==> src/design/fp_pipe_pkg.sv <==
`default_nettype none

package fp_pipe_pkg;

	localparam int NUM_REGS = 32;

	typedef logic [4:0] reg_idx_t;

	typedef enum logic [3:0] {
		OP_FSGNJ   = 4'd0,
		OP_FSGNJN  = 4'd1,
		OP_FSGNJX  = 4'd2,
		OP_FMIN    = 4'd3,
		OP_FMAX    = 4'd4,
		OP_FEQ     = 4'd5,
		OP_FMV_X_W = 4'd6,
		OP_FMV_W_X = 4'd7,
		OP_LI      = 4'd8
	} fp_op_e;

	// Operand A sources, same codes as the integer pipe's forward unit
	typedef enum logic [2:0] {
		SRC_REG     = 3'b000,
		SRC_MEM_FP  = 3'b001,
		SRC_EX_FP   = 3'b010,
		SRC_EX_INT  = 3'b011,
		SRC_MEM_INT = 3'b100
	} fwd_a_e;

	// Operand B only ever forwards from fp producers
	typedef enum logic [1:0] {
		SRC_B_REG    = 2'b00,
		SRC_B_MEM_FP = 2'b01,
		SRC_B_EX_FP  = 2'b10
	} fwd_b_e;

	typedef struct packed {
		logic        sign;
		logic [7:0]  exp;
		logic [22:0] mant;
	} fp_fields_t;

	typedef union packed {
		logic [31:0] raw;
		fp_fields_t  f;
	} fp_word_u;

	typedef struct packed {
		logic        valid;
		fp_op_e      op;
		reg_idx_t    rs1;
		reg_idx_t    rs2;
		reg_idx_t    rd;
		logic [31:0] imm;
	} issue_t;

	typedef struct packed {
		logic     valid;
		fp_op_e   op;
		reg_idx_t rd;
		logic     fp_wr;
		logic     int_wr;
		fp_word_u result;
	} stage_t;

	typedef struct packed {
		logic        valid;
		fp_op_e      op;
		reg_idx_t    rd;
		reg_idx_t    rs1;
		reg_idx_t    rs2;
		logic [31:0] imm;
		fp_word_u    fp_a;
		fp_word_u    fp_b;
		logic [31:0] int_a;
	} idex_t;

	typedef struct packed {
		logic        valid;
		logic        int_wr;
		reg_idx_t    rd;
		logic [31:0] data;
	} retire_t;

	// Ops whose result lands in the integer file
	function automatic logic is_int_dest(fp_op_e op);
		return (op == OP_FEQ) || (op == OP_FMV_X_W) || (op == OP_LI);
	endfunction

	// Ops that read fp registers on rs1
	function automatic logic is_fp_src(fp_op_e op);
		return (op != OP_FMV_W_X) && (op != OP_LI);
	endfunction

endpackage

`default_nettype wire

==> src/design/fp_exec_unit.sv <==
`timescale 1ns/1ps
`default_nettype none

module fp_exec_unit (
	input  fp_pipe_pkg::idex_t  idex,
	input  fp_pipe_pkg::stage_t ex_mem,
	input  fp_pipe_pkg::stage_t mem_wb,
	input  fp_pipe_pkg::fwd_a_e fwd_a,
	input  fp_pipe_pkg::fwd_b_e fwd_b,
	output fp_pipe_pkg::stage_t ex_result
);
	import fp_pipe_pkg::*;

	fp_word_u op_a;
	fp_word_u op_b;
	fp_word_u res;
	logic     a_lt_b;
	logic     both_zero;
	logic     int_dest;

	// Operand A, register value comes from the int file for the i2f move
	always_comb begin
		case (fwd_a)
			SRC_EX_FP, SRC_EX_INT: op_a = ex_mem.result;
			SRC_MEM_FP, SRC_MEM_INT: op_a = mem_wb.result;
			default: op_a.raw = (idex.op == OP_FMV_W_X) ? idex.int_a : idex.fp_a.raw;
		endcase
	end

	always_comb begin
		case (fwd_b)
			SRC_B_EX_FP: op_b = ex_mem.result;
			SRC_B_MEM_FP: op_b = mem_wb.result;
			default: op_b = idex.fp_b;
		endcase
	end

	// Sign first, so -0 sorts before +0
	always_comb begin
		if (op_a.f.sign != op_b.f.sign)
			a_lt_b = op_a.f.sign;
		else if (op_a.f.sign)
			a_lt_b = op_a.raw[30:0] > op_b.raw[30:0];
		else
			a_lt_b = op_a.raw[30:0] < op_b.raw[30:0];
	end

	assign both_zero = (op_a.raw[30:0] == '0) && (op_b.raw[30:0] == '0);

	always_comb begin
		res = op_a;
		case (idex.op)
			OP_FSGNJ:   res.f.sign = op_b.f.sign;
			OP_FSGNJN:  res.f.sign = ~op_b.f.sign;
			OP_FSGNJX:  res.f.sign = op_a.f.sign ^ op_b.f.sign;
			OP_FMIN:    res = a_lt_b ? op_a : op_b;
			OP_FMAX:    res = a_lt_b ? op_b : op_a;
			OP_FEQ:     res.raw = {31'd0, (op_a.raw == op_b.raw) || both_zero};
			OP_FMV_X_W: res.raw = op_a.raw;
			OP_FMV_W_X: res.raw = op_a.raw;
			OP_LI:      res.raw = idex.imm;
			default:    res.raw = '0;
		endcase
	end

	assign int_dest = is_int_dest(idex.op);

	// Register 0 is never a real destination in either file
	always_comb begin
		ex_result.valid  = idex.valid;
		ex_result.op     = idex.op;
		ex_result.rd     = idex.rd;
		ex_result.fp_wr  = !int_dest && (idex.rd != '0);
		ex_result.int_wr = int_dest && (idex.rd != '0);
		ex_result.result = res;
	end

endmodule

`default_nettype wire

==> src/design/fp_forward_unit.sv <==
`timescale 1ns/1ps
`default_nettype none

module fp_forward_unit (
	input  fp_pipe_pkg::idex_t  idex,
	input  fp_pipe_pkg::stage_t ex_mem,
	input  fp_pipe_pkg::stage_t mem_wb,
	output fp_pipe_pkg::fwd_a_e fwd_a,
	output fp_pipe_pkg::fwd_b_e fwd_b
);
	import fp_pipe_pkg::*;

	logic fp_op_id_ex;
	logic i2f_op_id_ex;
	logic fforw_detect;
	logic i2fforw_detect;
	logic ex_dest_x0;
	logic mem_dest_x0;

	assign fp_op_id_ex  = idex.valid && is_fp_src(idex.op);
	assign i2f_op_id_ex = idex.valid && (idex.op == OP_FMV_W_X);

	// Only worth looking further when some stage writes the matching file
	assign fforw_detect   = fp_op_id_ex && (ex_mem.fp_wr || mem_wb.fp_wr);
	assign i2fforw_detect = i2f_op_id_ex && (ex_mem.int_wr || mem_wb.int_wr);

	assign ex_dest_x0  = (ex_mem.rd == '0);
	assign mem_dest_x0 = (mem_wb.rd == '0);

	// Operand A, EX/MEM wins over MEM/WB
	always_comb begin
		fwd_a = SRC_REG;
		if (fforw_detect) begin
			if (ex_mem.fp_wr && !ex_dest_x0 && ex_mem.rd == idex.rs1) begin
				fwd_a = SRC_EX_FP;
			end else if (mem_wb.fp_wr && !mem_dest_x0 && mem_wb.rd == idex.rs1) begin
				fwd_a = SRC_MEM_FP;
			end
		end else if (i2fforw_detect) begin
			if (ex_mem.int_wr && !ex_dest_x0 && ex_mem.rd == idex.rs1) begin
				fwd_a = SRC_EX_INT;
			end else if (mem_wb.int_wr && !mem_dest_x0 && mem_wb.rd == idex.rs1) begin
				fwd_a = SRC_MEM_INT;
			end
		end
	end

	// Operand B, fp producers only
	always_comb begin
		fwd_b = SRC_B_REG;
		if (fforw_detect) begin
			if (ex_mem.fp_wr && !ex_dest_x0 && ex_mem.rd == idex.rs2) begin
				fwd_b = SRC_B_EX_FP;
			end else if (mem_wb.fp_wr && !mem_dest_x0 && mem_wb.rd == idex.rs2) begin
				fwd_b = SRC_B_MEM_FP;
			end
		end
	end

endmodule

`default_nettype wire

==> src/design/fp_pipe_stages.sv <==
`timescale 1ns/1ps
`default_nettype none

module fp_pipe_stages (
	input  logic                 clk,
	input  logic                 arst_n,
	input  fp_pipe_pkg::issue_t  issue,
	input  logic [31:0]          fp_rdata_a,
	input  logic [31:0]          fp_rdata_b,
	input  logic [31:0]          int_rdata_a,
	input  fp_pipe_pkg::stage_t  ex_result,
	output fp_pipe_pkg::idex_t   idex,
	output fp_pipe_pkg::stage_t  ex_mem,
	output fp_pipe_pkg::stage_t  mem_wb,
	output fp_pipe_pkg::retire_t retire
);
	import fp_pipe_pkg::*;

	idex_t  idex_d;
	stage_t ex_mem_d;

	// Operands are read while the instruction is on the issue port
	always_comb begin
		idex_d.valid = issue.valid;
		idex_d.op    = issue.op;
		idex_d.rd    = issue.rd;
		idex_d.rs1   = issue.rs1;
		idex_d.rs2   = issue.rs2;
		idex_d.imm   = issue.imm;
		idex_d.fp_a  = fp_word_u'(fp_rdata_a);
		idex_d.fp_b  = fp_word_u'(fp_rdata_b);
		idex_d.int_a = int_rdata_a;
	end

	// Write enables only survive with a valid instruction behind them
	always_comb begin
		ex_mem_d        = ex_result;
		ex_mem_d.fp_wr  = ex_result.valid && ex_result.fp_wr;
		ex_mem_d.int_wr = ex_result.valid && ex_result.int_wr;
	end

	always_ff @(posedge clk or negedge arst_n) begin
		if (!arst_n) begin
			idex   <= '0;
			ex_mem <= '0;
			mem_wb <= '0;
		end else begin
			idex   <= idex_d;
			ex_mem <= ex_mem_d;
			mem_wb <= ex_mem;
		end
	end

	// int_wr on retire names the target file, even for rd 0
	assign retire = '{
		valid:  mem_wb.valid,
		int_wr: is_int_dest(mem_wb.op),
		rd:     mem_wb.rd,
		data:   mem_wb.result.raw
	};

endmodule

`default_nettype wire

==> src/design/fp_pipe_top.sv <==
`timescale 1ns/1ps
`default_nettype none

module fp_pipe_top (
	input  logic                 clk,
	input  logic                 arst_n,
	input  fp_pipe_pkg::issue_t  issue,
	output fp_pipe_pkg::retire_t retire
);
	import fp_pipe_pkg::*;

	logic [31:0] fp_rdata_a;
	logic [31:0] fp_rdata_b;
	logic [31:0] int_rdata_a;
	idex_t       idex;
	stage_t      ex_mem;
	stage_t      mem_wb;
	stage_t      ex_result;
	fwd_a_e      fwd_a;
	fwd_b_e      fwd_b;

	reg_file_2r1w u_fp_regs (
		.clk     (clk),
		.arst_n  (arst_n),
		.raddr_a (issue.rs1),
		.raddr_b (issue.rs2),
		.rdata_a (fp_rdata_a),
		.rdata_b (fp_rdata_b),
		.wen     (mem_wb.fp_wr),
		.waddr   (mem_wb.rd),
		.wdata   (mem_wb.result.raw)
	);

	// Only the i2f move reads the int file, on rs1
	reg_file_2r1w u_int_regs (
		.clk     (clk),
		.arst_n  (arst_n),
		.raddr_a (issue.rs1),
		.raddr_b (issue.rs2),
		.rdata_a (int_rdata_a),
		.rdata_b (),
		.wen     (mem_wb.int_wr),
		.waddr   (mem_wb.rd),
		.wdata   (mem_wb.result.raw)
	);

	fp_pipe_stages u_stages (
		.clk         (clk),
		.arst_n      (arst_n),
		.issue       (issue),
		.fp_rdata_a  (fp_rdata_a),
		.fp_rdata_b  (fp_rdata_b),
		.int_rdata_a (int_rdata_a),
		.ex_result   (ex_result),
		.idex        (idex),
		.ex_mem      (ex_mem),
		.mem_wb      (mem_wb),
		.retire      (retire)
	);

	fp_forward_unit u_fwd (
		.idex   (idex),
		.ex_mem (ex_mem),
		.mem_wb (mem_wb),
		.fwd_a  (fwd_a),
		.fwd_b  (fwd_b)
	);

	fp_exec_unit u_exec (
		.idex      (idex),
		.ex_mem    (ex_mem),
		.mem_wb    (mem_wb),
		.fwd_a     (fwd_a),
		.fwd_b     (fwd_b),
		.ex_result (ex_result)
	);

endmodule

`default_nettype wire

==> src/design/reg_file_2r1w.sv <==
`timescale 1ns/1ps
`default_nettype none

module reg_file_2r1w (
	input  logic                  clk,
	input  logic                  arst_n,
	input  fp_pipe_pkg::reg_idx_t raddr_a,
	input  fp_pipe_pkg::reg_idx_t raddr_b,
	output logic [31:0]           rdata_a,
	output logic [31:0]           rdata_b,
	input  logic                  wen,
	input  fp_pipe_pkg::reg_idx_t waddr,
	input  logic [31:0]           wdata
);
	import fp_pipe_pkg::*;

	logic [31:0] mem [NUM_REGS];

	always_ff @(posedge clk or negedge arst_n) begin
		if (!arst_n) begin
			for (int i = 0; i < NUM_REGS; i++) begin
				mem[i] <= '0;
			end
		end else if (wen && waddr != '0) begin
			mem[waddr] <= wdata;
		end
	end

	// Write-through so a read in the write cycle sees the new value
	always_comb begin
		if (raddr_a == '0)
			rdata_a = '0;
		else if (wen && waddr == raddr_a)
			rdata_a = wdata;
		else
			rdata_a = mem[raddr_a];

		if (raddr_b == '0)
			rdata_b = '0;
		else if (wen && waddr == raddr_b)
			rdata_b = wdata;
		else
			rdata_b = mem[raddr_b];
	end

endmodule

`default_nettype wire

==> config.mk <==
export PLATFORM = sky130hd
export DESIGN_NAME = fp_pipe_top
export DESIGN_NICKNAME = d
export VERILOG_FILES = /design/src/design/fp_pipe_pkg.sv /design/src/design/fp_exec_unit.sv /design/src/design/fp_forward_unit.sv /design/src/design/fp_pipe_stages.sv /design/src/design/fp_pipe_top.sv /design/src/design/reg_file_2r1w.sv
export SDC_FILE = /design/constraint.sdc
export NUM_CORES = 2
export LEC_CHECK = 0
export ABC_CLOCK_PERIOD_IN_PS = 10100
export BUFFER_PORTS_ARGS = -buffer_cell sky130_fd_sc_hd__buf_2
export CAP_MARGIN = 20
export CORE_ASPECT_RATIO = 1.2
export CORE_MARGIN = 2
export CORE_UTILIZATION = 30
export CTS_BUF_LIST = sky130_fd_sc_hd__clkbuf_8
export CTS_CLUSTER_DIAMETER = 60
export DETAILED_ROUTE_END_ITERATION = 8
export GPL_TIMING_DRIVEN = 0
export SETUP_SLACK_MARGIN = 0.02
export SLEW_MARGIN = 10
export SYNTH_ARGS = -nofsm -noshare
export SYNTH_HDL_FRONTEND = slang
export SYNTH_SLANG_ARGS = --single-unit
==> constraint.sdc <==
create_clock -name clk -period 10.1 [get_ports clk]
set_input_delay 0.505 -clock clk [delete_from_list [all_inputs] [get_ports clk]]
set_output_delay 0.505 -clock clk [all_outputs]
set_load 0.02 [all_outputs]
After elaboration in Yosys (flattened, before gate mapping)
Cells that the tools add are included.
W data, S select, Z words.
{ "word_totals": {"regBits": 2284, "in_bits": 54, "elab_cells": 209} }
{ "classes": {"magnitude_cmp": 6, "eq_ne": 27, "muxes": 37, "bitwise_logic": 5, "reduce_logical": 49} }
{ "ops": {"columns": ["operator", "n"], "rows": [
  ["$bwmux W1024", 2],
  ["$mux W32", 16],
  ["$bmux W32 S5", 3],
  ["$demux W32 S5", 1],
  ["$pmux W31 S5", 1],
  ["$pmux W32 S2", 2],
  ["$logic_not A31 Y1", 2],
  ["$eq A32 B32 Y1", 1],
  ["$gt A31 B31 Y1", 1],
  ["$lt A31 B31 Y1", 1],
  ["$eq A5 B5 Y1", 6],
  ["$logic_and A1 B1 Y1", 26],
  ["$eq A4 B3 Y1 const B", 6],
  ["$logic_not A5 Y1", 4],
  ["$ge A6 B6 Y1 const B", 3],
  ["$not A5 Y6", 3],
  ["$mux W3", 5],
  ["$reduce_bool A5 Y1", 2],
  ["$eq A4 B2 Y1 const B", 2],
  ["$eq A4 B4 Y1 const B", 2],
  ["$logic_or A1 B1 Y1", 7],
  ["$pmux W1 S7", 1],
  ["$eq A3 B2 Y1 const B", 2],
  ["$lt A6 B1 Y1 const B", 1],
  ["other kinds (16)", 24]
]} }

Depth between registers and ports, before layout
{ "depth": {"word_depth": 16, "ltp_mapped": 26, "ltp_nobuf": 21} }

Cells and area by module
From an unflattened synthesis, not the netlist that was laid out.
{ "unflattened": {"cells_unflattened": 8397, "hier_area_um2": 120637.0} }
{ "modules_own_cells": {"columns": ["module", "instances", "cells_per_inst", "area_per_inst_um2"], "rows": [
  ["reg_file_2r1w at u_fp_regs", 1, 3868, 55560.8],
  ["reg_file_2r1w at u_int_regs", 1, 3672, 54785.0],
  ["fp_pipe_stages", 1, 280, 6238.5],
  ["fp_exec_unit", 1, 527, 3662.3],
  ["fp_forward_unit", 1, 50, 390.4]
]} }

Worst setup path after synthesis
No wires, ideal clock.
{ "synth_timing": {"path_kind": "register to register", "startpoint": "register, netlist name u_stages.idex[143]", "endpoint": "register, netlist name u_stages.ex_mem[5]", "setup_time_ns": 0.087, "t_arrival_ns": 5.975, "setup_slack_ns": 4.038, "stages_incl_launch_ff": 27, "n_path_buf": 10, "period_less_slack_ns": 6.062, "path_cell_list": "dfrtp_1 > buf_2 > nand4b_1 > buf_2 > buf_2 > buf_2 > buf_2 > nand3b_1 > nor4_1 > ha_1 > clkbuf_1 > inv_1 > clkbuf_1 > clkbuf_1 > o21ai_0 > ha_1 > a211oi_1 > o22ai_1 > o41ai_1 > a21boi_0 > or4_1 > a21boi_2 > or4_1 > o21a_1 > buf_2 > buf_6 > o221ai_2"} }

==> metrics.txt <==
H-tree depth=5; R2R Path End=u_stages.ex_mem[19]; multi-input combinational cell area=50,400 µm²; Slew @ Worst Pin=1.39 ns; CTS Root Cell=clkbuf_8; Commonest cells post-synth=dfrtp_1 (2,284), mux2_2 (1,922), mux4_2 (926); Avg WL per Cell=34.7 µm; FF+latch count, synth=2,284; largest net degree at the start of global routing=160; total number of vias=73,537; TritonRoute pass-1 iters=6; relative slew slack=0.0691; Critical Path Start Type=flop; CTS tree=built; floorplan row count=244; worst path required time=10.97 ns; unrepaired setup endpoints after global routing=false; Setup WS post-layout=0.262 ns; leakage=59.4 nW; hold slack=0.108 ns; Synth-to-Final Area Change=15.5%; asr flop ratio synth=1.00; Syn Std Cell Area=111,000 µm²; Post-synth EDFFs=0; total grt overflow=0; Setup TNS=0 ns; clock latency at the later pin of the worst-skew pair=1.07 ns; share of cells above drive strength 1=0.471; biggest area consumer among synthesized cells=dfrtp_1; post-synthesis cell count=7,193; die height=670 µm; clock sink total=2,284; final setup vio count=0; min cycle time layout=9.84 ns; Worst Setup EP=u_stages.ex_mem[19]; first-pass GRT wire length=627 mm; # Max-Cap Violations=0; critical path capture point type=flop; placed cells=12,311; # port buffers=92; reg2reg setup slack=0.26 ns; max-slew violation count=0; ys flop type=dfrtp_1; CTS Buf Count=372; yosys synthesis warning count=0; Detailed Place HPWL=346 mm; post-route clock period utilization=0.974; initial core utilization=0.301; DRT iter0 DRCs=7,809; DRC violations left=0; Avg Synthesized Cell Area=15.4 µm²; Die ar.=375,000 µm²; Fillers=35,325; NumNets Final=7,919; Die Wd=559 µm; FF/Latch Area=57,200 µm²; vias per inst=5.60; Core ar.=368,000 µm²; io pins=93; Final Hold Viols=0; highest fanout seen on the critical path=10; status=complete, no violations; post-route antenna net violation count=0; overall routed net length=455 mm; Worst R2R Path Depth=25; RePlAce Congestion=1.06; post-CTS setup buffers=0; Clk pin slew, worst setup/hold paths=0.06 ns; PwrDens=157 nW/µm²; cell with the most instances after synthesis=dfrtp_1; RR Startpoint=u_stages.idex[143]; dominant cells by area after synthesis=dfrtp_1 (52%), mux2_2 (20%), mux4_2 (19%); crit path from=u_stages.idex[143]; crit path kind=flop to flop; Peak Freq=102 MHz; GR Util All Layers=0.239; Worst Hold Class=primary input to async pin; Seq/Total Area, Yosys=0.515; DP Worst Slack=0.0796 ns; initial antenna violation count=41; Cell variety after synth=70; Net Count, Synth=7,280; Max IR drop VDD=111 µV; Max Buffers Root-to-Sink=4; top-area cell type share of the netlist area=0.515; Final Non-Filler Cells=13,122; vias in the first global route=77,197; CP arrival=10.70 ns; clk_skew=0.141 ns
## worst max-delay path: stages (launching register included)
cell and delay [ns]:
dfrtp_1 0.42, buf_2 0.21, nand4b_1 0.50, buf_2 0.41, buf_2 0.52, buf_2 0.53, buf_2 0.54, nand3b_1 0.13
nor4_1 0.63, ha_1 0.35, clkbuf_1 0.28, inv_1 0.14, clkbuf_1 0.54, clkbuf_2 0.40, o21ai_1 0.27, ha_1 0.39
a211oi_1 0.26, o22ai_1 0.14, o41ai_1 0.40, a21boi_0 0.22, or4_1 0.53, a21boi_2 0.21, or4_1 0.52, o21a_1 0.15
clkdlybuf4s15_1 0.64, o221ai_1 0.39
## kinds of logic after synthesis
| logic type | count (synthesis) | synth area share |
|---|---|---|
| XOR/XNOR | 30 | 0.00237 |
| buffers and inverters | 879 | 0.0314 |
| AO/OA/AOI/OAI | 446 | 0.0281 |
| multiplexers | 3006 | 0.398 |
| AND/OR/NAND/NOR | 515 | 0.0215 |
| flip-flops | 2284 | 0.515 |
| adder cells (fa/ha/maj) | 33 | 0.00372 |
## cell type report
| cell class | instances | share of cell area |
|---|---|---|
| Tap cell | 4920 | 0.0481 |
| Inverter | 39 | 0.00114 |
| Antenna cell | 88 | 0.00172 |
| Clock buffer | 478 | 0.0514 |
| Timing Repair Buffer | 265 | 0.0233 |
| Sequential cell | 2284 | 0.446 |
| Clock inverter | 178 | 0.00810 |
| Buffer | 840 | 0.0272 |
| Multi-Input combinational cell | 4030 | 0.393 |
## metrics by stage
step                      instance area (µm²)   util  total power, mW
after floorplan                        111000      -             10.7
after global placement                 118000  0.319             11.7
after detailed placement               120000  0.325             11.8
after CTS                              128000  0.347             20.1
after global routing                   128000  0.348             20.7
final                                  128000  0.348             20.1
## sequential cells by signal, indices dropped and copies added, names as in the netlist
name / flops
u_stages.ex_mem: 44
u_stages.idex: 148
u_int_regs.mem: 1024
u_fp_regs.mem: 1024
u_stages.mem_wb: 44
## worst min path at each step
| stage | endpoint | slack (ns) | cells past startpoint |
|---|---|---|---|
| 3_5_place_dp | u_stages.mem_wb[42] | 0.33 | 0 |
| 4_1_cts | u_stages.idex[121] | 0.04 | 2 |
| 2_1_floorplan | u_fp_regs.mem[0] | 0.21 | 0 |
| 3_3_place_gp | u_stages.mem_wb[40] | 0.33 | 0 |
| 5_1_grt | u_stages.idex[113] | 0.09 | 2 |
| 6_report | u_int_regs.mem[205] | 0.11 | 2 |
## where the power goes
group / total [mW] / internal (mW) / switching [mW]
Combinational: 2.05 / 0.733 / 1.31
Sequential: 9.64 / 9.40 / 0.235
Clock: 8.41 / 4.44 / 3.97
## layer usage
metal  vias up  share of wire  track usage
met1     39830           0.36        0.271
met3      1377          0.073       0.0540
met2      3757           0.47        0.380
met4         6           0.10        0.212
met5         -        0.00011            0
li1      28567              -            -
## layout by cell type, fill, tap and decap left out, drive strengths merged, types with 30 or more instances in the layout
cell type and instances:
a221o 30, dfrtp 2284, clkinv 36, dlygate4sd3 53, nand2 179, mux4 926, inv 165, mux2 1922
nor2b 41, diode 88, nor2 166, a211oi 142, a21oi 54, clkbuf 1167, o221ai 34, mux2i 158
o21ai 129, buf 362, ha 33
## what timing repair did
action                     in CTS  in global routing
setup endpoints to repair       0                 12
resized for setup               0                  5
hold buffers                   53                  0
hold endpoints to repair      167                  0
No activity file was read; power rests on OpenSTA's default activity.
